<file path="src/stlb_settings.svh">
`ifndef STLB_SETTINGS_SVH
`define STLB_SETTINGS_SVH

// ==================================================
// Geometry of the shared TLB
// ==================================================

// Number of entries and the index width that selects one of them
`define STLB_ENTRIES 256
`define STLB_LOG_ENTRIES 8

// Virtual and physical address widths
`define STLB_VA_W 32
`define STLB_PA_W 32

// Page offset width, 8 KiB pages
`define STLB_PAGE_SHIFT 13

// Address-space ID width
`define STLB_ASID_W 8

// Virtual page bits above the index, stored as the tag
`define STLB_TAG_W (`STLB_VA_W - `STLB_PAGE_SHIFT - `STLB_LOG_ENTRIES)

// Physical page number width
`define STLB_PPN_W (`STLB_PA_W - `STLB_PAGE_SHIFT)

`endif

</file>
<file path="src/stlb_pkg.sv">
`include "stlb_settings.svh"

package stlb_pkg;

	// ==================================================
	// Controller state
	// ==================================================

	// Reset sweep, normal operation and the invalidate-all sweep
	typedef enum logic [1:0] {
		ST_RST,
		ST_RUN,
		ST_INVALL
	} stlb_state_t;

	// ==================================================
	// Stored entry, 42 bits
	// ==================================================

	// Perm bits are read, write, execute from msb to lsb
	typedef struct packed {
		logic                      valid;
		logic [`STLB_ASID_W-1:0]   asid;
		logic [`STLB_TAG_W-1:0]    tag;
		logic [`STLB_PPN_W-1:0]    ppn;
		logic [2:0]                perm;
	} stlb_entry_t;

	// ==================================================
	// Wishbone data word and its four decodings
	// ==================================================

	// Upper half of an entry: valid, ASID and tag
	typedef struct packed {
		logic [31-`STLB_ASID_W-`STLB_TAG_W-1:0] rsvd;
		logic                                   valid;
		logic [`STLB_ASID_W-1:0]                asid;
		logic [`STLB_TAG_W-1:0]                 tag;
	} stlb_hi_word_t;

	// Lower half of an entry: physical page and permissions
	typedef struct packed {
		logic [32-`STLB_PPN_W-3-1:0] rsvd;
		logic [`STLB_PPN_W-1:0]      ppn;
		logic [2:0]                  perm;
	} stlb_lo_word_t;

	// Target index of a commit, held in the low bits
	typedef struct packed {
		logic [32-`STLB_LOG_ENTRIES-1:0] rsvd;
		logic [`STLB_LOG_ENTRIES-1:0]    idx;
	} stlb_index_word_t;

	// Command word, bit 0 starts invalidate-all and bit 1 reads as busy
	typedef struct packed {
		logic [29:0] rsvd;
		logic        busy;
		logic        invall;
	} stlb_cmd_word_t;

	// The register address picks which view applies to a word
	typedef union packed {
		stlb_hi_word_t    hi;
		stlb_lo_word_t    lo;
		stlb_index_word_t index;
		stlb_cmd_word_t   cmd;
	} stlb_wb_word_u;

	// Word registers, selected by address bits 3:2
	typedef enum logic [1:0] {
		REG_HI    = 2'd0,
		REG_LO    = 2'd1,
		REG_INDEX = 2'd2,
		REG_CMD   = 2'd3
	} stlb_reg_t;

endpackage

</file>
<file path="src/stlb_ctrl.sv">
`include "stlb_settings.svh"

module stlb_ctrl (
	input  logic                         clk,
	input  logic                         rst,
	input  logic                         inv_req,
	output stlb_pkg::stlb_state_t        state,
	output logic [`STLB_LOG_ENTRIES-1:0] sweep_index
);

	// Index of the final entry, where a sweep ends
	localparam logic [`STLB_LOG_ENTRIES-1:0] LAST_INDEX = `STLB_LOG_ENTRIES'(`STLB_ENTRIES - 1);

	// ==================================================
	// State register and sweep counter
	// ==================================================

	always_ff @(posedge clk)
	begin
		if (rst)
		begin
			// Every entry must be cleared before the buffer can be used
			state <= stlb_pkg::ST_RST;
			sweep_index <= '0;
		end
		else
		begin
			case (state)
				stlb_pkg::ST_RST,
				stlb_pkg::ST_INVALL:
				begin
					// One index per cycle, the counter wraps back to zero at the end
					sweep_index <= sweep_index + 1'b1;
					if (sweep_index == LAST_INDEX)
					begin
						state <= stlb_pkg::ST_RUN;
					end
				end
				stlb_pkg::ST_RUN:
				begin
					// A software request restarts the sweep from index zero
					if (inv_req)
					begin
						state <= stlb_pkg::ST_INVALL;
						sweep_index <= '0;
					end
				end
				default:
				begin
					// Unused encoding, fall back to normal operation
					state <= stlb_pkg::ST_RUN;
					sweep_index <= '0;
				end
			endcase
		end
	end

endmodule

</file>
<file path="config.mk">
export PLATFORM = sky130hd
export DESIGN_NAME = stlb_ctrl
export DESIGN_NICKNAME = d
export VERILOG_FILES = /design/src/stlb_pkg.sv /design/src/stlb_ctrl.sv
export VERILOG_INCLUDE_DIRS = /design/src
export SDC_FILE = /design/constraint.sdc
export NUM_CORES = 1
export LEC_CHECK = 0
export ABC_AREA = 1
export BUFFER_PORTS_ARGS = -buffer_cell sky130_fd_sc_hd__buf_2
export CAP_MARGIN = 20
export CORE_AREA = 3 3 40 42
export CTS_CLUSTER_DIAMETER = 120
export DETAILED_ROUTE_END_ITERATION = 7
export DIE_AREA = 0 0 43 45
export PLACE_DENSITY = 0.67
export SYNTH_ARGS = -nofsm -noshare
export SYNTH_HDL_FRONTEND = slang
export SYNTH_SLANG_ARGS = --single-unit
</file>
<file path="constraint.sdc">
create_clock -name clk -period 1.21 [get_ports clk]
set_clock_uncertainty 0.2 [all_clocks]
set_input_delay 0.242 -clock clk [delete_from_list [all_inputs] [get_ports clk]]
set_output_delay 0.242 -clock clk [all_outputs]
set_load 0.02 [all_outputs]
</file>
# == After elaboration in Yosys (flattened, before gate mapping) ==
# Index checks and enable logic that the tools add are counted.
# W data, S select, Z words.
# totals
ff_bits,10
output_inout_bits,10
input_bits,3
wordCells,16
# classes
muxes,5
reduce_logical,3
addsub,1
eq_ne,5
# ops
op,n
$pmux W8 S2,1
$add A8 B1 Y8 const B,1
$eq A8 B8 Y1 const B,1
$mux W8,1
$mux W2,2
$ne A2 B2 Y1 const B,2
$pmux W2 S2,1
$eq A2 B1 Y1 const B,1
$eq A2 B2 Y1 const B,1
$logic_not A2 Y1,1
$reduce_and A2 Y1,1
$reduce_or A2 Y1,1

# == Logic depth before layout (Yosys ltp) ==
# depth
depth_word,4
mapped_depth,9
mapped_depth_nobuf,9

# == Worst setup path before layout ==
# No wires, ideal clock.
# synth_timing
path_kind,register to register
start,reg sweep_index[0]
end,reg state[1]
n_path_buf,0
slack_ps,-242
t_arrival_ps,1137
required_time_ps,895
path_stages_with_launch,9
setup_ps,115
period_less_slack_ps,1452
cell_sequence,dfxtp_1 > ha_1 > inv_1 > nor2_1 > nand2_1 > nand2_1 > nand3_1 > nand2_1 > nor2_1
# synth_between
elab_chain_cells,3
# synth_lines
element,line,source
from (decl),stlb_ctrl.sv:8,output logic [`STLB_LOG_ENTRIES-1:0] sweep_index
from (signal assigned),stlb_ctrl.sv:33,sweep_index <= sweep_index + 1'b1;
$eq A8 B8 Y1,stlb_ctrl.sv:34,if (sweep_index == LAST_INDEX)
$ne A2 B2 Y1 (no line),-,
$reduce_and A2 Y1 (no line),-,
to (signal assigned),stlb_ctrl.sv:36,state <= stlb_pkg::ST_RUN;
to (signal assigned),stlb_ctrl.sv:44,state <= stlb_pkg::ST_INVALL;
to (signal assigned),stlb_ctrl.sv:51,state <= stlb_pkg::ST_RUN;
to (decl),stlb_ctrl.sv:7,"output stlb_pkg::stlb_state_t state,"
# Every way passes these cells.
# A chain may end at the register's enable or synchronous reset.

# == Worst setup path in the final report ==
# layout_timing
start,reg sweep_index[0]
end,out sweep_index[0]
# No word-level cell between the ends.

==> results.py <==
metrics = {
    "timing": {
        "fin_crit_ps": 1300,
        "tightest_slew_ps": 164,
        "worst_slack_ps": -93.1,
        "rsz0062_at_grt": "true",
        "setup_viol": 8,
        "min_period_over_period_pct": 108,
        "finalMaxSlewViolations": 0,
        "timing.fmax_mhz": 767,
        "hold_violations": 0,
        "worst_slew_margin_rel_pct": 89.0,
    },
    "setup_path": {
        "worstReg2RegStart": "sweep_index[1]",
        "required_ps": 770,
        "worst-path-stages": 2,
        "r2r_slack_ps": -70,
        "crit_start": "sweep_index[0]",
        "reg2reg_depth": 8,
        "crit_top_cell": "buf_6",
        "cp_top_family": "flip-flops",
        "endpoint": "sweep_index[0]",
        "cpPeakStageDelay_ps": 360,
        "r2r_end": "state[1]",
        "path_max_fanout": 3,
        "crit_chain": "buf_6 -> buf_6",
        "path_class": "flip-flop to output port",
        "arrival_ps": 860,
        "endpoint_kind": "output port",
        "critPathLaunchType": "flip-flop",
        "slowest_stage": "dfxtp_4",
        "cp_num_buf_inv": 2,
    },
    "clock_tree": {
        "htree_num_levels": 1,
        "clkLatencyLatePin_ps": 260,
        "clock_sinks": 10,
        "root_buffer": "clkbuf_4",
        "path_clk_slew_ps": 70,
        "clk_path_buf_depth": 2,
        "cts-buffers-inserted": 3,
        "cts_tree": "done",
    },
    "floorplan": {
        "rows": 13,
        "num_io_pins": 13,
        "core_area_mm2": 0.00128,
        "start_util_pct": 40.9,
        "fp.dieH_um": 45,
        "die_width_um": 43,
        "die_area_mm2": 0.00194,
    },
    "synth": {
        "synth_edf_count": 0,
        "synth_async_sr_flop_share_pct": 0,
        "synth.distinct_cells": 16,
        "synth_top_area_cell": "dfxtp_1",
        "synth_area_leaders": "dfxtp_1 (38%), nand2_1 (15%), inv_1 (11%), a21oi_1 (6.7%), nor2_1 (6.4%)",
        "synthFlopType": "dfxtp_1",
        "yosysMostFrequentCell": "nand2_1",
        "yosysSeqAreaShare_pct": 38.1,
        "avgSynthCellArea_um2": 6.49,
        "synth_top_area_share_pct": 38.1,
        "synth_seq_cells": 10,
        "ys_warn_count": 0,
        "post_synth_instance_area_um2": 526,
        "netlist_instances": 81,
        "synth_commonest_cells": "nand2_1 (21), inv_1 (16), dfxtp_1 (10)",
        "synth_nets": 85,
    },
    "power": {
        "leakage_nw": 0.391,
        "sequentialPowerShare_pct": 50.9,
        "clockPowerShare_pct": 35.2,
        "netSwitchingFraction_pct": 26.9,
        "powerDensity_mw_per_mm2": 749,
        "combPwrFrac_pct": 13.9,
        "ir_drop_uv": 444,
        "internal_power_mw": 0.489,
        "power_switching_mw": 0.180,
    },
    "cells_and_area": {
        "instances_no_fill": 124,
        "drive_gt1_share_pct": 51.4,
        "num_antenna_cells": 0,
        "syn_to_final_growth_pct": 69.8,
        "finalNetCount": 115,
    },
    "placement": {
        "place_ws_ps": -50.7,
        "place_hpwl_um": 862,
        "routabilityCongestion": 0.743,
        "io_buffers": 12,
        "dp_cells": 111,
    },
    "routing": {
        "postRouteAntennaNets": 0,
        "initialDrtViolationCount": 20,
        "drc": 0,
        "drt_pass1_iterations": 4,
        "post_drt_wl_per_cell_um": 11.9,
        "wl_mm": 1.48,
        "post_drt_via_cell_ratio": 5.00,
        "routed-via-count": 620,
    },
    "min_path": {
        "hp-class": "input port to flip-flop",
        "worstHoldStart": "rst",
    },
    "global_route": {
        "grt_pass1_vias": 533,
        "overflow": 0,
        "antenna_found_initial": 0,
        "grt_pass1_wl_mm": 2.13,
        "grt_usage_pct": 14.7,
        "grt_max_degree": 7,
    },
    "outcome": {
        "failed_checks": "setup timing",
        "status": "complete, but fails checks",
    },
    "run": {
        "max-cap-violations": 0,
    },
}
-- repair_timing --
| item | in CTS | in global routing |
|---|---|---|
| hold buffers | 1 | 0 |
| hold endpoints to repair | 3 | 0 |
| pin swaps | 2 | 6 |
| endpoints found under the setup margin | 14 | 18 |
| setup buffers | 5 | 3 |
| resized for setup | 28 | 16 |
| cloned | 1 | 0 |
-- area by class of cell --
cell class,count,area [um2]
Timing Repair Buffer,24,226
Clock buffer,3,22.5
Multi-Input combinational cell,54,320
Sequential cell,10,233
Fill cell,96,393
Tap cell,15,18.8
Inverter,18,71.3
-- state kept, by name, summed over array words and instances (netlist names) --
| name | cells |
|---|---|
| sweep_index | 8 |
| state | 2 |
-- how the worst min path moves through the flow --
stage	end	cells past startpoint
6_report	state[1]	4
5_1_grt	state[1]	4
4_1_cts	state[1]	4
3_5_place_dp	sweep_index[1]	2
3_3_place_gp	sweep_index[1]	2
2_1_floorplan	sweep_index[1]	1
-- layer usage --
metal	share of wire (%)	global-route usage [%]
met5	0	0
met4	1.3	9.04
met3	4.5	2.39
met2	52	25.4
met1	42	17.1
-- tightest hold or removal path, delay by kind of cell --
kind / cells / cell delay [ps]
buffers and inverters: 2 / 170
AND/OR/NAND/NOR: 2 / 110
-- power by group through the flow --
stage               clock network [mW]  logic, mW  registers (mW)
floorplan                            0     0.0267           0.367
global placement                     0     0.0589           0.357
detailed placement                   0     0.0598           0.358
CTS                              0.230     0.0823           0.347
global route                     0.260      0.100           0.341
finish                           0.235     0.0930           0.340
-- cells in the final DEF, fill, tap and decap left out, drive strengths merged --
cell type / count
a21oi: 7
clkinv: 1
dlygate4sd3: 1
clkbuf: 3
o21ai: 3
dfxtp: 10
ha: 1
nand2: 24
nor2: 9
nor3: 1
xor2: 1
inv: 17
nand3: 7
nand4: 1
buf: 23
-- through the flow --
step           utilization, %  total power, mW  hold WS, ps  instance area [um2]  setup TNS, ps
2_1_floorplan               -            0.394          101                  554          -39.4
3_3_place_gp             51.0            0.416          250                  656          -4.24
3_5_place_dp             51.0            0.418          247                  656          -95.4
4_1_cts                  63.8            0.659         61.6                  820           -260
5_1_grt                  69.4            0.702         99.8                  892           -978
6_report                 69.4            0.669         96.5                  892           -373
-- kinds of logic after synthesis --
group,share of synthesized area [%]
AND/OR/NAND/NOR,35.2
buffers and inverters,13.1
AO/OA/AOI/OAI,9.52
flip-flops,38.1
XOR/XNOR,1.67
adder cells (fa/ha/maj),2.38
(Power assumes the default switching activity.)
