==> src/stlb_settings.svh <==
`ifndef STLB_SETTINGS_SVH
`define STLB_SETTINGS_SVH

// ==================================================
// Geometry of the shared TLB
// ==================================================

// Number of entries and the index width that selects one of them
`define STLB_ENTRIES 256
`define STLB_LOG_ENTRIES 8

// Virtual and physical address widths
`define STLB_VA_W 32
`define STLB_PA_W 32

// Page offset width, 8 KiB pages
`define STLB_PAGE_SHIFT 13

// Address-space ID width
`define STLB_ASID_W 8

// Virtual page bits above the index, stored as the tag
`define STLB_TAG_W (`STLB_VA_W - `STLB_PAGE_SHIFT - `STLB_LOG_ENTRIES)

// Physical page number width
`define STLB_PPN_W (`STLB_PA_W - `STLB_PAGE_SHIFT)

`endif

==> src/stlb_pkg.sv <==
`include "stlb_settings.svh"

package stlb_pkg;

	// ==================================================
	// Controller state
	// ==================================================

	// Reset sweep, normal operation and the invalidate-all sweep
	typedef enum logic [1:0] {
		ST_RST,
		ST_RUN,
		ST_INVALL
	} stlb_state_t;

	// ==================================================
	// Stored entry, 42 bits
	// ==================================================

	// Perm bits are read, write, execute from msb to lsb
	typedef struct packed {
		logic                      valid;
		logic [`STLB_ASID_W-1:0]   asid;
		logic [`STLB_TAG_W-1:0]    tag;
		logic [`STLB_PPN_W-1:0]    ppn;
		logic [2:0]                perm;
	} stlb_entry_t;

	// ==================================================
	// Wishbone data word and its four decodings
	// ==================================================

	// Upper half of an entry: valid, ASID and tag
	typedef struct packed {
		logic [31-`STLB_ASID_W-`STLB_TAG_W-1:0] rsvd;
		logic                                   valid;
		logic [`STLB_ASID_W-1:0]                asid;
		logic [`STLB_TAG_W-1:0]                 tag;
	} stlb_hi_word_t;

	// Lower half of an entry: physical page and permissions
	typedef struct packed {
		logic [32-`STLB_PPN_W-3-1:0] rsvd;
		logic [`STLB_PPN_W-1:0]      ppn;
		logic [2:0]                  perm;
	} stlb_lo_word_t;

	// Target index of a commit, held in the low bits
	typedef struct packed {
		logic [32-`STLB_LOG_ENTRIES-1:0] rsvd;
		logic [`STLB_LOG_ENTRIES-1:0]    idx;
	} stlb_index_word_t;

	// Command word, bit 0 starts invalidate-all and bit 1 reads as busy
	typedef struct packed {
		logic [29:0] rsvd;
		logic        busy;
		logic        invall;
	} stlb_cmd_word_t;

	// The register address picks which view applies to a word
	typedef union packed {
		stlb_hi_word_t    hi;
		stlb_lo_word_t    lo;
		stlb_index_word_t index;
		stlb_cmd_word_t   cmd;
	} stlb_wb_word_u;

	// Word registers, selected by address bits 3:2
	typedef enum logic [1:0] {
		REG_HI    = 2'd0,
		REG_LO    = 2'd1,
		REG_INDEX = 2'd2,
		REG_CMD   = 2'd3
	} stlb_reg_t;

endpackage

==> src/stlb_ram_if.sv <==
`include "stlb_settings.svh"

interface stlb_ram_if;

	// Write port, fed by the address/data selector
	logic                          we;
	logic [`STLB_LOG_ENTRIES-1:0]  wadr;
	stlb_pkg::stlb_entry_t         wdat;

	// Read port, owned by the lookup pipeline
	logic [`STLB_LOG_ENTRIES-1:0]  radr;
	stlb_pkg::stlb_entry_t         rdat;

	// Writer side
	modport wr (
		output we,
		output wadr,
		output wdat
	);

	// Storage side sees both ports
	modport mem (
		input  we,
		input  wadr,
		input  wdat,
		input  radr,
		output rdat
	);

	// Reader side
	modport rd (
		output radr,
		input  rdat
	);

endinterface

==> src/stlb_lookup.sv <==
`include "stlb_settings.svh"

module stlb_lookup (
	input  logic                     clk,
	input  logic                     rst,
	input  logic                     lk_req,
	input  logic [`STLB_VA_W-1:0]    lk_va,
	input  logic [`STLB_ASID_W-1:0]  lk_asid,
	stlb_ram_if.rd                   ram,
	output logic                     lk_valid,
	output logic                     lk_hit,
	output logic [`STLB_PA_W-1:0]    lk_pa,
	output logic [2:0]               lk_perm
);

	// Field boundaries within the virtual address
	localparam int IDX_LO = `STLB_PAGE_SHIFT;
	localparam int TAG_LO = `STLB_PAGE_SHIFT + `STLB_LOG_ENTRIES;

	// Stage 1 holding registers, aligned with the memory read data
	logic                         s1_valid;
	logic [`STLB_TAG_W-1:0]       s1_tag;
	logic [`STLB_ASID_W-1:0]      s1_asid;
	logic [`STLB_PAGE_SHIFT-1:0]  s1_off;

	// Stage 2 compare result
	logic hit;

	// ==================================================
	// Stage 1: index the entry memory
	// ==================================================

	// The memory registers the read, so the entry arrives one cycle later
	assign ram.radr = lk_va[TAG_LO-1:IDX_LO];

	always_ff @(posedge clk)
	begin
		if (rst)
		begin
			s1_valid <= 1'b0;
		end
		else
		begin
			s1_valid <= lk_req;
		end
	end

	always_ff @(posedge clk)
	begin
		s1_tag <= lk_va[`STLB_VA_W-1:TAG_LO];
		s1_asid <= lk_asid;
		s1_off <= lk_va[IDX_LO-1:0];
	end

	// ==================================================
	// Stage 2: compare and form the physical address
	// ==================================================

	// Both tag and ASID must match a valid entry
	assign hit = ram.rdat.valid & (ram.rdat.tag == s1_tag) & (ram.rdat.asid == s1_asid);

	always_ff @(posedge clk)
	begin
		if (rst)
		begin
			lk_valid <= 1'b0;
			lk_hit <= 1'b0;
		end
		else
		begin
			lk_valid <= s1_valid;
			lk_hit <= s1_valid & hit;
		end
	end

	// A miss returns zero for the address and permissions
	always_ff @(posedge clk)
	begin
		lk_pa <= (s1_valid & hit) ? {ram.rdat.ppn, s1_off} : '0;
		lk_perm <= (s1_valid & hit) ? ram.rdat.perm : 3'b000;
	end

endmodule

==> src/flat_wrapper.sv <==
// flat-port wrapper written by rule: the top's interface ports become plain ports
module stlb_lookup_flat 
  (clk, rst, lk_req, lk_va, lk_asid, lk_valid, lk_hit, lk_pa, lk_perm, ram_radr, ram_rdat);
  stlb_ram_if ram_i ();
  input  logic clk;
  input  logic rst;
  input  logic lk_req;
  input  logic [`STLB_VA_W-1:0] lk_va;
  input  logic [`STLB_ASID_W-1:0] lk_asid;
  output logic lk_valid;
  output logic lk_hit;
  output logic [`STLB_PA_W-1:0] lk_pa;
  output logic [2:0] lk_perm;
  output wire logic [$bits(ram_i.radr)-1:0] ram_radr;
  input wire logic [$bits(ram_i.rdat)-1:0] ram_rdat;
  assign ram_radr = ram_i.radr;
  assign ram_i.rdat = ram_rdat;
  stlb_lookup u_core (.clk(clk), .rst(rst), .lk_req(lk_req), .lk_va(lk_va), .lk_asid(lk_asid), .ram(ram_i), .lk_valid(lk_valid), .lk_hit(lk_hit), .lk_pa(lk_pa), .lk_perm(lk_perm));
endmodule
==> config.mk <==
export PLATFORM = sky130hd
export DESIGN_NAME = stlb_lookup_flat
export DESIGN_NICKNAME = d
export VERILOG_FILES = /design/src/stlb_pkg.sv /design/src/stlb_ram_if.sv /design/src/stlb_lookup.sv /design/src/flat_wrapper.sv
export VERILOG_INCLUDE_DIRS = /design/src
export SDC_FILE = /design/constraint.sdc
export NUM_CORES = 1
export LEC_CHECK = 0
export BUFFER_PORTS_ARGS = -buffer_cell sky130_fd_sc_hd__buf_2
export CORE_MARGIN = 1.5
export CORE_UTILIZATION = 44
export DETAILED_ROUTE_END_ITERATION = 7
export PLACE_DENSITY = 0.83
export RECOVER_POWER = 100
export SLEW_MARGIN = 30
export SYNTH_ARGS = -nofsm -noshare
export SYNTH_HDL_FRONTEND = slang
export SYNTH_SLANG_ARGS = --single-unit
==> constraint.sdc <==
create_clock -name clk -period 3.35 [get_ports clk]
set_clock_uncertainty 0.1 [all_clocks]
set_input_delay 0.335 -clock clk [delete_from_list [all_inputs] [get_ports clk]]
set_output_delay 0.335 -clock clk [all_outputs]
set_load 0.03 [all_outputs]
Word-level counts from Yosys, hierarchy flattened:

Index checks and enable logic that the tools add are counted.

* register bits after elaboration: 70
* input bits: 85
* output and inout port bits: 45
* logic and storage cells: 13

* equality and inequality tests: 2
* bitwise logic cells: 3

Operators with widths (number)
* $eq A11 B11 Y1: 1
* $eq A8 B8 Y1: 1
* $and A1 B1 Y1: 3

Depth between registers and ports, before layout:

* depth after elaboration: 4
* gate-level depth with buffers: 5

Worst setup path after synthesis:

OpenSTA, ideal clock, no wires.

* path kind: in2reg
* start: in ram_rdat[27]
* end: reg u_core.lk_pa[10]
* arrival: 1310 ps
* data required time: 3190 ps
* slack: 1881 ps
* stages: 5
* buffers on the path: 1
* cell sequence: xnor2_1 nand3_1 nor4_4 buf_6 and3_1

* cells in the longest elaborated chain, start to end: 4

Ends and longest elaborated chain
* start: declaration: RTL line flat_wrapper.sv:15 `input wire logic [$bits(ram_i.rdat)-1:0] ram_rdat;`
* $eq A11 B11 Y1: RTL line stlb_lookup.sv:60 `assign hit = ram.rdat.valid & (ram.rdat.tag == s1_tag) & (ram.rdat.asid == s1_asid);`
* $and A1 B1 Y1 (2 in series): RTL line stlb_lookup.sv:60
* $and A1 B1 Y1: RTL line stlb_lookup.sv:79 `lk_pa <= (s1_valid & hit) ? {ram.rdat.ppn, s1_off} : '0;`
* end signal: assignment: RTL line stlb_lookup.sv:79
* end: declaration: RTL line stlb_lookup.sv:12 `` output logic [`STLB_PA_W-1:0] lk_pa, ``

No other way between the ends.
A chain may end at the register's enable or synchronous reset.

Worst setup path in the final report:

* start: reg u_core.s1_asid[3]
* end: reg u_core.lk_pa[17]

* cells in the longest elaborated chain, start to end: 3

Ends and longest elaborated chain
* start: declaration: RTL line stlb_lookup.sv:23 `` logic [`STLB_ASID_W-1:0] s1_asid; ``
* start signal: assignment: RTL line stlb_lookup.sv:51 `s1_asid <= lk_asid;`
* $eq A8 B8 Y1: RTL line stlb_lookup.sv:60
* $and A1 B1 Y1: RTL line stlb_lookup.sv:60
* $and A1 B1 Y1: RTL line stlb_lookup.sv:79

No other way between the ends.

==> results by group <==
Timing
  – Setup TNS: 0 ns
  – Slew @ Worst Pin: 1.63 ns
  – Final Slew Violations: 37
  – Post-route minimum period: 2.28 ns
  – Max Clock Freq: 438 MHz
  – Period Utilization, post-route: 68.1%
  – Setup violators final: 0
  – RSZ-0062 raised after global routing: no
  – Slew headroom: -9.11%
  – Hold Vio Cnt, Final: 0

GRT
  – Largest net degree at the start of global routing: 37
  – Busiest grt layer: met2
  – Total grt overflow: 0
  – GR Util All Layers: 17.8%
  – Number of global-route vias before repair: 1537
  – Grt met1 use: 16.7%
  – Initial antenna violation count: 0
  – Met2 usage: 33.7%
  – First-pass GRT wire length: 6550 um
  – Global Route met3 Usage: 5.63%

Clocking
  – # resized after CTS: 0
  – CTS tree: done
  – H-tree depth: 3
  – Cts bufs inserted: 9
  – TritonCTS Sinks: 70
  – CTS Root Buffer Type: clkbuf_8
  – Deepest clock path buffer count: 2
  – Clk slew on worst S/H paths: 0.07 ns
  – Worst skew pair latency: 0.32 ns

Floorplan
  – Die width: 69.9 um
  – # IOs: 130
  – Height of the chip: 69.9 um
  – Initial Util: 45.6%
  – FP Rows: 24
  – Full die area: 0.00489 sq mm
  – Core area: 0.00432 sq mm

Worst setup path
  – Crit-path cells: xnor2_1, nand4_1, nor2_1, and3_1
  – CP Launch Type: flip-flop
  – Worst path required time: 3.51 ns
  – Top delay family on crit path: simple AND/OR/NAND/NOR gates
  – Crit path buffers/inverters: 0
  – CP max stage delay: 1.22 ns
  – Worst Path Max Fanout: 36
  – Critical path endpoint category: flip-flop
  – Critical path type: flip-flop to flip-flop
  – Slowest cell on crit path: nor2_1
  – Critical path data arrival time: 2.44 ns

Cells and area
  – Final instance area: 0.00295 sq mm
  – Area growth syn-to-layout: 49.7%
  – Commonest cells after routing, fill and taps aside: buf_2 (76), dfxtp_1 (70), clkbuf_1 (37)
  – Final net count: 375
  – Share of cells above drive strength 1: 31.9%
  – Fillers: 339
  – N_diodes: 0
  – Most common cell after layout, fill and taps aside: buf_2

Routing
  – Pre-antenna DRT Iters: 4
  – DR iter-0 viols: 37
  – Final WL: 4130 um
  – Drt drc: 0
  – Post-route ant nets: 0
  – Via count: 1503
  – Vias per cell: 4.33
  – Drt wl/cell: 11.9 um

Min path
  – Worst Hold Class: input port to flip-flop

Synth
  – Synth unique cells: 13
  – Top post-synthesis cells by area: dfxtp_1 (71%), and3_1 (11%), xnor2_1 (8.4%)
  – Mapped Nets: 234
  – Mean Syn Cell Area: 13.2 sq um
  – Post-synthesis register bit count: 70
  – Mapped Area: 0.00197 sq mm
  – Leading area contributor after synthesis: dfxtp_1
  – Yosys top cell area share: 71.1%
  – Yosys warns: 0
  – Syn Inst Count: 149
  – Register area share after synthesis: 71.1%

Pwr
  – Worst-case vdd ir drop: 0.000429 V
  – Pwr/cell area: 538 mW/mm^2
  – Static Leak: 1.42 nW

Placed design
  – Final GP Congestion: 0.670
  – DPL Wire Length: 2590 um
  – Placed instance area: 0.00251 sq mm
  – IO buf count: 113

Job
  – Max Cap Violations: 1

Status
  – Failing checks: max-capacitance violations, max-slew violations
  – Outcome: complete, but fails checks
## logic make-up after synthesis
logic type	count (synthesis)	synth area share, %
buffers and inverters	14	5.33
AND/OR/NAND/NOR	46	15.2
flip-flops	70	71.1
XOR/XNOR	19	8.44
## synthesized netlist by cell type
cell type and number:
dfxtp_1 70, and3_1 35, xnor2_1 19, buf_4 8, nand4_1 4, buf_6 3, clkbuf_1 3, nor2b_1 2
and3b_1 1, nand2_1 1, nand3_1 1, nor2_1 1, nor4_4 1
## power breakdown
part	leakage, nW	switching (W)	total [W]	internal [W]
Clock	0.0950	0.000298	0.000629	0.000331
Sequential	0.576	0.00000730	0.000861	0.000853
Combinational	0.750	0.0000297	0.000100	0.0000707
## worst register-to-register path, stage by stage (launching register included)
cell	delay [ns]
dfxtp_1	0.31
xnor2_1	0.17
nand4_1	0.12
nor2_1	1.22
and3_1	0.29
## state kept, by name, indices dropped and copies added, names as in the netlist
register         count
u_core.lk_hit        1
u_core.s1_asid       8
u_core.s1_valid      1
u_core.s1_tag       11
u_core.lk_perm       3
u_core.lk_valid      1
u_core.lk_pa        32
u_core.s1_off       13
## area by class of cell
cell class	count	area [sq um]	area share, %
well taps	52	65.1	2.20
multi-input cells	65	465	15.8
clock buffers	12	165	5.59
repair buffers	144	827	28.0
clock inverters	4	28.8	0.975
flip-flops and latches	70	1400	47.5
## final timing paths
kind | startpoint | end | slack (ns) | cells past startpoint
hold / removal | lk_asid[0] | u_core.s1_asid[0] | 0.02 | 1
hold reg to reg | u_core.s1_off[12] | u_core.lk_pa[12] | 0.35 | 1
setup / recovery | u_core.s1_asid[3] | u_core.lk_pa[17] | 1.07 | 4
setup reg to reg | u_core.s1_asid[3] | u_core.lk_pa[17] | 1.07 | 4
## through the flow
step	instances	setup slack [ns]	hold slack, ns	power, W	utilization (%)
after floorplan	149	1.88	0.263	0.000922	-
after global placement	301	1.45	0.332	0.000950	58.0
after detailed placement	301	1.38	0.335	0.000953	58.0
after CTS	346	1.49	0.00283	0.00161	69.2
after global routing	347	0.729	0.000790	0.00165	68.3
final	347	1.07	0.0228	0.00159	68.3
## routing by layer
layer / part of all wire, % / up-vias
met5: 0 / -
met4: 0.92 / 0
met3: 7.5 / 4
met2: 55 / 67
met1: 36 / 666
li1: - / 766
## what timing repair did
action / 4_1_cts / 5_1_grt
setup buffers: 0 / 0
endpoints found under the hold margin: 29 / 1
hold buffers: 29 / 1
Note: power is estimated with default switching activity, not from simulation.
