File: config.mk
export PLATFORM = sky130hd
export DESIGN_NAME = stlb_wb_regs
export DESIGN_NICKNAME = d
export VERILOG_FILES = /design/src/stlb_pkg.sv /design/src/stlb_wb_regs.sv
export VERILOG_INCLUDE_DIRS = /design/src
export SDC_FILE = /design/constraint.sdc
export NUM_CORES = 1
export LEC_CHECK = 0
export ABC_AREA = 1
export BUFFER_PORTS_ARGS = -buffer_cell sky130_fd_sc_hd__buf_2
export CAP_MARGIN = 20
export CORE_MARGIN = 5
export CORE_UTILIZATION = 49
export CTS_BUF_LIST = sky130_fd_sc_hd__clkbuf_8 sky130_fd_sc_hd__clkbuf_16
export DETAILED_ROUTE_END_ITERATION = 6
export GPL_TIMING_DRIVEN = 1
export MAX_ROUTING_LAYER = met4
export PLACE_DENSITY = 0.95
export SLEW_MARGIN = 10
export SYNTH_ARGS = -nofsm -noshare
export SYNTH_HDL_FRONTEND = slang
export SYNTH_SLANG_ARGS = --single-unit
File: constraint.sdc
create_clock -name clk -period 3.35 [get_ports clk]
set_clock_uncertainty 0.1 [all_clocks]
set_input_delay 0.335 -clock clk [delete_from_list [all_inputs] [get_ports clk]]
set_output_delay 0.335 -clock clk [all_outputs]
set_load 0.05 [all_outputs]
File: src/stlb_settings.svh
`ifndef STLB_SETTINGS_SVH
`define STLB_SETTINGS_SVH

// ==================================================
// Geometry of the shared TLB
// ==================================================

// Number of entries and the index width that selects one of them
`define STLB_ENTRIES 256
`define STLB_LOG_ENTRIES 8

// Virtual and physical address widths
`define STLB_VA_W 32
`define STLB_PA_W 32

// Page offset width, 8 KiB pages
`define STLB_PAGE_SHIFT 13

// Address-space ID width
`define STLB_ASID_W 8

// Virtual page bits above the index, stored as the tag
`define STLB_TAG_W (`STLB_VA_W - `STLB_PAGE_SHIFT - `STLB_LOG_ENTRIES)

// Physical page number width
`define STLB_PPN_W (`STLB_PA_W - `STLB_PAGE_SHIFT)

`endif

File: src/stlb_pkg.sv
`include "stlb_settings.svh"

package stlb_pkg;

	// ==================================================
	// Controller state
	// ==================================================

	// Reset sweep, normal operation and the invalidate-all sweep
	typedef enum logic [1:0] {
		ST_RST,
		ST_RUN,
		ST_INVALL
	} stlb_state_t;

	// ==================================================
	// Stored entry, 42 bits
	// ==================================================

	// Perm bits are read, write, execute from msb to lsb
	typedef struct packed {
		logic                      valid;
		logic [`STLB_ASID_W-1:0]   asid;
		logic [`STLB_TAG_W-1:0]    tag;
		logic [`STLB_PPN_W-1:0]    ppn;
		logic [2:0]                perm;
	} stlb_entry_t;

	// ==================================================
	// Wishbone data word and its four decodings
	// ==================================================

	// Upper half of an entry: valid, ASID and tag
	typedef struct packed {
		logic [31-`STLB_ASID_W-`STLB_TAG_W-1:0] rsvd;
		logic                                   valid;
		logic [`STLB_ASID_W-1:0]                asid;
		logic [`STLB_TAG_W-1:0]                 tag;
	} stlb_hi_word_t;

	// Lower half of an entry: physical page and permissions
	typedef struct packed {
		logic [32-`STLB_PPN_W-3-1:0] rsvd;
		logic [`STLB_PPN_W-1:0]      ppn;
		logic [2:0]                  perm;
	} stlb_lo_word_t;

	// Target index of a commit, held in the low bits
	typedef struct packed {
		logic [32-`STLB_LOG_ENTRIES-1:0] rsvd;
		logic [`STLB_LOG_ENTRIES-1:0]    idx;
	} stlb_index_word_t;

	// Command word, bit 0 starts invalidate-all and bit 1 reads as busy
	typedef struct packed {
		logic [29:0] rsvd;
		logic        busy;
		logic        invall;
	} stlb_cmd_word_t;

	// The register address picks which view applies to a word
	typedef union packed {
		stlb_hi_word_t    hi;
		stlb_lo_word_t    lo;
		stlb_index_word_t index;
		stlb_cmd_word_t   cmd;
	} stlb_wb_word_u;

	// Word registers, selected by address bits 3:2
	typedef enum logic [1:0] {
		REG_HI    = 2'd0,
		REG_LO    = 2'd1,
		REG_INDEX = 2'd2,
		REG_CMD   = 2'd3
	} stlb_reg_t;

endpackage

File: src/stlb_wb_regs.sv
`include "stlb_settings.svh"

module stlb_wb_regs (
	input  logic                         clk,
	input  logic                         rst,
	input  logic                         wb_cyc,
	input  logic                         wb_stb,
	input  logic                         wb_we,
	input  logic [3:0]                   wb_adr,
	input  logic [31:0]                  wb_dat_i,
	output logic [31:0]                  wb_dat_o,
	output logic                         wb_ack,
	input  stlb_pkg::stlb_state_t        state,
	output logic                         commit,
	output logic [`STLB_LOG_ENTRIES-1:0] commit_index,
	output stlb_pkg::stlb_entry_t        commit_entry,
	output logic                         inv_req,
	output logic                         busy
);

	// Register selected by the word address
	stlb_pkg::stlb_reg_t reg_sel;

	// Incoming and outgoing data words, decoded through the union
	stlb_pkg::stlb_wb_word_u wr_word;
	stlb_pkg::stlb_wb_word_u rd_word;

	// Entry staged by software before it is committed
	stlb_pkg::stlb_entry_t staged;

	// An access that will be acknowledged at the next edge
	logic access;

	assign reg_sel = stlb_pkg::stlb_reg_t'(wb_adr[3:2]);
	assign wr_word = wb_dat_i;

	// Anything other than normal operation is a sweep in progress
	assign busy = (state != stlb_pkg::ST_RUN);

	// Ack is withheld during a sweep, which stalls the master
	// The ack term keeps a held request from being taken twice
	assign access = wb_cyc & wb_stb & ~wb_ack & ~busy;

	assign commit_entry = staged;

	// ==================================================
	// Read data
	// ==================================================

	always_comb
	begin
		rd_word = '0;
		case (reg_sel)
			stlb_pkg::REG_HI:
			begin
				rd_word.hi.valid = staged.valid;
				rd_word.hi.asid = staged.asid;
				rd_word.hi.tag = staged.tag;
			end
			stlb_pkg::REG_LO:
			begin
				rd_word.lo.ppn = staged.ppn;
				rd_word.lo.perm = staged.perm;
			end
			stlb_pkg::REG_INDEX:
			begin
				rd_word.index.idx = commit_index;
			end
			default:
			begin
				// Invalidate-all is a command and always reads as zero
				rd_word.cmd.busy = busy;
			end
		endcase
	end

	// ==================================================
	// Handshake and command pulses
	// ==================================================

	always_ff @(posedge clk)
	begin
		if (rst)
		begin
			wb_ack <= 1'b0;
			commit <= 1'b0;
			inv_req <= 1'b0;
		end
		else
		begin
			wb_ack <= access;
			commit <= access & wb_we & (reg_sel == stlb_pkg::REG_INDEX);
			inv_req <= access & wb_we & (reg_sel == stlb_pkg::REG_CMD) & wr_word.cmd.invall;
		end
	end

	// ==================================================
	// Staging registers and read-back
	// ==================================================

	always_ff @(posedge clk)
	begin
		if (access)
		begin
			// Read data is valid in the ack cycle
			wb_dat_o <= rd_word;
			if (wb_we)
			begin
				case (reg_sel)
					stlb_pkg::REG_HI:
					begin
						staged.valid <= wr_word.hi.valid;
						staged.asid <= wr_word.hi.asid;
						staged.tag <= wr_word.hi.tag;
					end
					stlb_pkg::REG_LO:
					begin
						staged.ppn <= wr_word.lo.ppn;
						staged.perm <= wr_word.lo.perm;
					end
					stlb_pkg::REG_INDEX:
					begin
						// Index is captured together with the commit pulse
						commit_index <= wr_word.index.idx;
					end
					default:
					begin
						staged <= staged;
					end
				endcase
			end
		end
	end

endmodule

=== Word level (Yosys, flattened, before mapping) ===
Cells that the tools add are included.
W data, S select, Z words.

* Register bits: 75
* Input bits: 43
* Output and inout port bits: 86
* Logic and storage cells: 32

* Eq/ne operators: 4
* Mux-type cells: 4
* Bitwise gates (word level): 9
* Reduce and logical (&&, ||, !) cells: 4

{| class="wikitable"
|+ Operators by type and width
! cell !! number
|-
| $pmux W12 S2 || 1
|-
| $pmux W6 S3 || 1
|-
| $reduce_and A3 Y1 || 3
|-
| $and A1 B1 Y1 || 7
|-
| $pmux W1 S3 || 2
|-
| $eq A2 B2 Y1 const B || 2
|-
| $eq A2 B1 Y1 const B || 1
|-
| $logic_not A2 Y1 || 1
|-
| $ne A2 B1 Y1 const B || 1
|-
| $not A1 Y1 || 2
|}

=== Logic depth before layout (Yosys ltp) ===
Gate-level depths: netlist of the first run.

* Depth after elaboration: 6
* Mapped depth: 5
* Depth with buffers taken out: 4

=== Worst setup path after synthesis of the first run ===
Ideal clock, no wire load.

* Path type: register -> register
* From: register wb_ack
* To: register staged, in the netlist commit_entry[22], enable pin
* Library setup time: 0.397 ns
* Data arrival time: 1.705 ns
* Required time: 2.853 ns
* Path slack: 1.148 ns
* Cell stages (with the launch flop): 4
* Buffers on the path: 0
* Clock period less this slack: 2.202 ns
* Cell sequence: dfxtp_1 nor2_1 nand3_1 nor2_1

* Longest elaborated chain between the ends: 4

{| class="wikitable"
|+ RTL lines
! element !! RTL line !! text
|-
| start: declaration || stlb_wb_regs.sv:12 || <nowiki>output logic wb_ack,</nowiki>
|-
| start signal: assignment || stlb_wb_regs.sv:91 || <nowiki>wb_ack <= access;</nowiki>
|-
| $not A1 Y1 || stlb_wb_regs.sv:42 || <nowiki>assign access = wb_cyc & wb_stb & ~wb_ack & ~busy;</nowiki>
|-
| $and A1 B1 Y1 (2 in series) || stlb_wb_regs.sv:42 ||
|-
| $reduce_and A3 Y1 (no line) || - ||
|-
| end signal: assignment || stlb_wb_regs.sv:128 || <nowiki>staged <= staged;</nowiki>
|-
| end: declaration || stlb_wb_regs.sv:29 || <nowiki>stlb_pkg::stlb_entry_t staged;</nowiki>
|}

No other way between the ends.
A chain may end at the register's enable or synchronous reset.

=== Final worst setup path of the first run ===
* From: register wb_ack
* To: register staged, in the netlist commit_entry[21], enable pin

Same word-level chain as after synthesis.

==> results of run 1 <==
[cell usage in the layout (no fill, tap or decap), drive strengths merged]
cell type	instances
clkinvlp	1
clkbuf	9
inv	12
conb	10
edfxtp	72
clkinv	3
dfxtp	3
nand2	30
nand4	2
nand3	8
nor2	13
a22o	12
buf	110
bufinv	2
[power groups by stage]
stage                     registers [mW]  logic, mW  clock network (mW)
after floorplan                     1.08     0.0668                   0
after detailed placement            1.06      0.114                   0
final                               1.04      0.115               0.718
after global routing                1.04      0.123               0.783
after CTS                           1.04      0.115               0.727
after global placement              1.06      0.111                   0
[logic make-up (layout without fill, tap and decap cells)]
logic type      count (synthesis)  count (layout)  synth area share
flops                          75              75             0.821
simple gates                   53              53            0.0818
buf+inv                        26             137            0.0573
compound gates                 12              12            0.0388
other cells                     1              10           0.00138
[final cells by class]
type / instances / area (sq um) / share of cell area
clock inverter: 6 / 81.3 / 0.0233
inverter: 12 / 45.0 / 0.0129
timing repair buffer: 110 / 561 / 0.161
clock buffer: 9 / 124 / 0.0355
sequential: 75 / 2220 / 0.637
tap: 72 / 90.1 / 0.0258
multi-input combinational: 75 / 367 / 0.105
[worst register-to-register path, stage by stage, from the launching register on]
cell     delay, ps
dfxtp_1        320
nor2_1         200
nand3_1        180
nor2_2         520
buf_4          340
[routing by layer]
layer / share of wire / routed length [um] / track usage
met1: 0.36 / 2140 / 0.173
met4: 0.020 / 122 / 0.0763
met5: 0 / 0 / -
met2: 0.56 / 3340 / 0.321
met3: 0.062 / 369 / 0.0500
[sequential cells by signal (all words and copies together), names as in the netlist]
signal,flops
commit_entry,42
wb_dat_o,22
commit,1
commit_index,8
inv_req,1
wb_ack,1
[final timing paths]
kind | to | slack [ps]
max | commit_entry[21]$_DFFE_PP_ | 1380
min | wb_ack$_SDFF_PP0_ | 70
max reg2reg | commit_entry[21]$_DFFE_PP_ | 1380
min reg2reg | wb_dat_o[6]$_DFFE_PP_ | 450
[Yosys cell counts]
library cell,number,area share
nand3_1,8,0.015
inv_2,1,0.0014
nor2_2,3,0.0069
nor2_1,10,0.014
buf_2,1,0.0018
inv_1,11,0.015
nand4_1,2,0.0046
edfxtp_1,72,0.80
a22o_1,12,0.039
buf_6,2,0.0083
conb_1,1,0.0014
dfxtp_1,3,0.022
buf_4,11,0.030
nand2_1,30,0.042
[through the flow]
step           hold slack, ps  cells  area (sq um)  utilization  worst slack (ps)
2_1_floorplan             307    176          2740            -              1150
3_3_place_gp              417    344          3280        0.604              1270
3_5_place_dp              419    344          3280        0.604              1230
4_1_cts                  63.3    359          3490        0.642              1370
5_1_grt                  63.1    359          3490        0.642              1260
6_report                 66.9    359          3490        0.642              1380
==> impl_results.md, run 1 <==
* Critical-path cell list: nor2_1 -> nand3_1 -> nor2_2 -> buf_4
* Slowest cell delay on critical path at 520 ps
* Fin crit share at 0.588
* Mapped cell area at 2710 sq um
* Worst Hold Class: in -> reg
* TNS Setup at 0 ps
* Drt drc at 0
* Num rows at 27
* Hold-fix buffers at CTS at 0
* Combinational power share at 0.061
* RSZ-0062 raised after global routing: false
* CTS sink cnt at 75
* Max-cap violations at 0
* Syn avg cell area at 16.2 sq um
* Initial core utilization at 0.498
* CP delay by family, top: simple AND/OR/NAND/NOR gates
* Yosys cell types at 14
* Die X-Extent at 84.3 um
* Layout cells sized above 1 at 0.449
* R2R cell count at 4
* Total GRT Usage at 0.176
* Number of port buffers at 106
* Worst-Skew Late Latency at 340 ps
* CTS resizes at 0
* Reg power frac at 0.554
* Reg clk slew, reported paths at 70 ps
* Worst path bufs/invs at 1
* Post-DR vias/cell at 4.80
* Avg WL per Cell at 16.6 um
* Number of synthesized register bits at 75
* Arr. time, crit path at 1900 ps
* Worst Hold Launch: rst
* RePlAce Congestion at 0.749
* HPWL Detailed at 4.38 mm
* Power density over cell area at 536 nW/um^2
* Total die area at 7110 sq um
* Internal at 1.47 mW
* Critical path startpoint: wb_ack$_SDFF_PP0_
* Longest Clk Path Bufs at 2
* Root buffer cell: clkbuf_8
* Routed wire length at 5.97 mm
* Layout Nets at 326
* Slew Limit Fails at 0
* Setup crit start kind: register
* Finish-stage setup viols at 0
* Slowest library cell on the worst path: nor2_2
* Required @ worst endpoint at 3280 ps
* Clk pwr share at 0.384
* P_sw at 0.396 mW
* Status: completed
* 1st-pass router iterations at 4
* Slew of the pin with the lowest slew margin at 900 ps
* Hold violation total from the final report at 0
* Hold path cells at 2
* Max Clk Rate at 508 MHz
* Fillers at 430
* Initial antenna violation count at 0
* CTS tree: done
* Top Ports at 129
* # diodes at 0
* Final Critical Period at 1970 ps
* Worst Path Max Fanout at 12
* Setup CP Type: reg -> reg
* R2r startpoint: wb_ack$_SDFF_PP0_
* Synthesis Warnings at 0
* Syn Inst Count at 167
* Switching part of the total at 0.212
* Leakage at 1.50 nW
* First-pass GRT wire length at 9.09 mm
* H-tree depth at 3
* WP depth at 4
* Core ar. at 5440 sq um
* 1st-iter DRT viols at 99
* Chip height at 84.3 um
* Vias at 1722
* Tot Pwr at 1.87 mW
* Setup crit end kind: register
* Slew Limit Headroom at 0.399
* Worst IR Drop VDD at 0.420 mV
* Sequential element share of the synthesized area at 0.821
* Number of global-route vias before repair at 1815
* Area grow syn2layout at 28.9%
* Num CTS Buffers at 9
* Post-route ant nets at 0
* Post-CTS Setup Bufs at 0
* Grt total ovfl at 0
* Largest net degree at the start of global routing at 23
Note: power is estimated with default switching activity, not from simulation.
==> inputs of run 2 (changes only) <==
--- a/config.mk
+++ b/config.mk
@@ -6,16 +6,16 @@
 export SDC_FILE = /design/constraint.sdc
 export NUM_CORES = 1
 export LEC_CHECK = 0
-export ABC_AREA = 1
+export ABC_AREA = 0
 export BUFFER_PORTS_ARGS = -buffer_cell sky130_fd_sc_hd__buf_2
 export CAP_MARGIN = 20
 export CORE_MARGIN = 5
-export CORE_UTILIZATION = 49
+export CORE_UTILIZATION = 46
 export CTS_BUF_LIST = sky130_fd_sc_hd__clkbuf_8 sky130_fd_sc_hd__clkbuf_16
 export DETAILED_ROUTE_END_ITERATION = 6
 export GPL_TIMING_DRIVEN = 1
 export MAX_ROUTING_LAYER = met4
-export PLACE_DENSITY = 0.95
+export PLACE_DENSITY = 0.9
 export SLEW_MARGIN = 10
 export SYNTH_ARGS = -nofsm -noshare
 export SYNTH_HDL_FRONTEND = slang
==> constraint.sdc (replaced) <==
create_clock -name clk -period 2.01 [get_ports clk]
set_clock_uncertainty 0.1 [all_clocks]
set_input_delay 0.201 -clock clk [delete_from_list [all_inputs] [get_ports clk]]
set_output_delay 0.201 -clock clk [all_outputs]
set_load 0.05 [all_outputs]
==> impl_results.md, run 2 <==
* Slew of the pin with the lowest slew margin at 673 ps (-227 ps)
* Slowest library cell on the worst path: dfxtp_1
* CTS sink cnt at 75 (unchanged)
* Final Critical Period at 1560 ps (-411 ps)
* Num CTS Buffers at 9 (unchanged)
* Commonest non-fill, non-tap cell in the layout: buf_2
* Synth cell count leaders: edfxtp_1 (72), mux2i_1 (19), nor2_1 (13), buf_4 (11), o2bb2ai_1 (7)
* Syn Inst Count at 149 (-11%)
* Share of the synthesized area in the top cell type at 0.772 (-0.0261)
* Vias at 1801 (+4.6%)
* Switching part of the total at 0.215 (+0.00280)
* Required @ worst endpoint at 1950 ps (-1330 ps)
* Core ar. at 5920 sq um (+8.9%)
* Top Ports at 129 (unchanged)
* Finished Layout Cells at 370 (+3.1%)
* Drt drc at 0 (unchanged)
* Avg WL per Cell at 16.8 um (+1.2%)
* Layout cells sized above 1 at 0.454 (+0.00476)
* CP delay by family, top: simple AND/OR/NAND/NOR gates
* Longest Clk Path Bufs at 2 (unchanged)
* Synthesis Warnings at 0 (unchanged)
* CTS tree: done
* Number of global-route vias before repair at 1928 (+6.2%)
* Num rows at 28 (+3.7%)
* H-tree depth at 3 (unchanged)
* Initial antenna violation count at 0 (unchanged)
* Post-synth EDFFs at 72 (unchanged)
* Total GRT Usage at 0.173 (-0.00299)
* Largest net degree at the start of global routing at 23 (unchanged)
* Synthesized-area fraction occupied by adder cells at 0 (unchanged)
* Post-route ant nets at 0 (unchanged)
* Xor-xnor portion of the synthesized cell area at 0 (unchanged)
* Fin crit share at 0.775 (+0.187)
* Chip height at 88.0 um (+4.4%)
* Syn avg cell area at 18.8 sq um (+16%)
* Yosys cell types at 20 (+6)
* Finish-stage setup viols at 0 (unchanged)
* Grt total ovfl at 0 (unchanged)
* Max-cap violations at 0 (unchanged)
* Power density over cell area at 821 nW/um^2 (+53%)
* Post-DR vias/cell at 4.87 (+1.5%)
* Post-synthesis simple-gate area fraction at 0.0608 (-0.0210)
* First-pass GRT wire length at 9.48 mm (+4.2%)
* Asr flop ratio synth at 0 (unchanged)
* Max Clk Rate at 642 MHz (+26%)
* Root buffer cell: clkbuf_8
* Area leader, netlist: edfxtp_1
* 1st-pass router iterations at 4 (unchanged)
* Placed cells at 331 (-3.8%)
* Worst Path Max Fanout at 8 (-4)
* Top-count cell post-synth: edfxtp_1
* Worst-Skew Late Latency at 330 ps (about the same)
* Reg power frac at 0.543 (-0.011)
* Main area contributors after synthesis: edfxtp_1 (77%), mux2i_1 (6.8%), buf_4 (3.0%), o2bb2ai_1 (2.2%), dfxtp_1 (2.1%)
* Hold violation total from the final report at 0 (unchanged)
* RSZ-0062 raised after global routing: false
* Setup crit end kind: register
* TNS Setup at 0 ps (unchanged)
* Status: completed
* Slew Limit Headroom at 0.550 (+0.151)
* P_sw at 0.684 mW (+73%)
* Clk pwr share at 0.376 (-0.008)
* Worst Hold Class: in -> reg
* Number of port buffers at 106 (unchanged)
* Initial core utilization at 0.473 (-0.0251)
* Total die area at 7740 sq um (+8.9%)
* Layout Nets at 333 (+2.1%)
* # diodes at 0 (unchanged)
* Post-synthesis mux area share at 0.0760 (+0.0760)
* Routed wire length at 6.23 mm (+4.3%)
* Slowest cell delay on critical path at 410 ps (-110 ps)
* RePlAce Congestion at 0.738 (-1.4%)
* Reg clk slew, reported paths at 70 ps (about the same)
* HPWL Detailed at 4.30 mm (-2.0%)
* 1st-iter DRT viols at 65 (-34%)
* Area grow syn2layout at 38.5%
* Max FFs per register at 42 (unchanged)
* Arr. time, crit path at 1500 ps (-400 ps)
* Die X-Extent at 88.0 um (+4.4%)
* Setup CP Type: reg -> reg
* Critical-path cell list: nand4b_1 -> nor3_1 -> buf_4
* Synth Area in Compound Gates at 0.0219 (-0.0169)
* Slew Limit Fails at 0 (unchanged)
* Combinational power share at 0.081 (+0.020)
* Sequential element share of the synthesized area at 0.794 (-0.0268)
* Mapped cell area at 2800 sq um (+3.4%)
* Internal at 2.50 mW (+70%)
* Worst path bufs/invs at 1 (unchanged)
* CTS resizes at 0 (unchanged)
* Most frequent cells in the layout: buf_2 (106), edfxtp_1 (72), dlygate4sd3_1 (23)
* Tot Pwr at 3.18 mW (+70%)
* Setup crit start kind: register
* Largest family of logic cells by synthesized area: multiplexers
* Worst IR Drop VDD at 0.592 mV (+41%)
* Number of synthesized register bits at 75 (unchanged)
* Ys flop type: edfxtp_1
* Fillers at 430 (unchanged)
* Leakage at 1.56 nW (+4.2%)
## run 2: final timing paths
path | start | to | slack, ps | cells past startpoint
setup / recovery | wb_ack$_SDFF_PP0_ | commit_index[4]$_DFFE_PP_ | 450 | 3
hold / removal | state[1] | commit$_SDFF_PP0_ | 100 | 3
setup reg to reg | wb_ack$_SDFF_PP0_ | commit_index[4]$_DFFE_PP_ | 450 | 3
hold reg to reg | commit_index[2]$_DFFE_PP_ | wb_dat_o[2]$_DFFE_PP_ | 450 | 1
## run 2: metrics by stage
| step | hold WS (ps) | util | area [sq um] | worst slack (ps) |
|---|---|---|---|---|
| floorplan | 175 | - | 2850 | 5.03 |
| global placement | 282 | 0.581 | 3440 | 399 |
| detailed placement | 281 | 0.581 | 3440 | 377 |
| CTS | 90.1 | 0.655 | 3880 | 459 |
| global route | 110 | 0.655 | 3880 | 331 |
| finish | 103 | 0.655 | 3880 | 453 |
## run 2: power groups by stage
stage | Sequential [mW] | Combinational (mW) | Clock, mW
floorplan | 1.81 | 0.122 | 0
detailed placement | 1.76 | 0.222 | 0
CTS | 1.73 | 0.258 | 1.23
global placement | 1.76 | 0.217 | 0
finish | 1.73 | 0.258 | 1.20
global route | 1.73 | 0.275 | 1.30
## run 2: worst min-delay path, stage by stage
cell and delay [ps]:
buf_2 90, nand3b_1 160, nor4_2 50
## run 2: timing repair
item	CTS	global route
hold endpoints to repair	51	0
hold buffers	23	0
buffers inserted	0	0
## run 2: layout make-up
class,count,area [sq um],area share
Clock buffer,9,124,0.0319
Clock inverter,7,82.6,0.0213
Multi-Input combinational cell,66,502,0.129
Tap cell,75,93.8,0.0242
Timing Repair Buffer,138,853,0.220
Sequential cell,75,2220,0.573
## run 2: logic make-up (layout without fill, tap and decap cells)
kind of cell | Yosys count | count (layout)
simple gates | 29 | 29
mux | 20 | 20
compound gates | 7 | 7
flops | 75 | 75
buf+inv | 17 | 154
other cells | 1 | 10
## run 2: routing by layer
metal / wire length (um) / global-route usage / vias up
met5: 0 / - / -
met4: 42 / 0.0656 / 0
met3: 411 / 0.0357 / 5
met2: 3550 / 0.309 / 73
met1: 2230 / 0.189 / 890
li1: - / - / 833
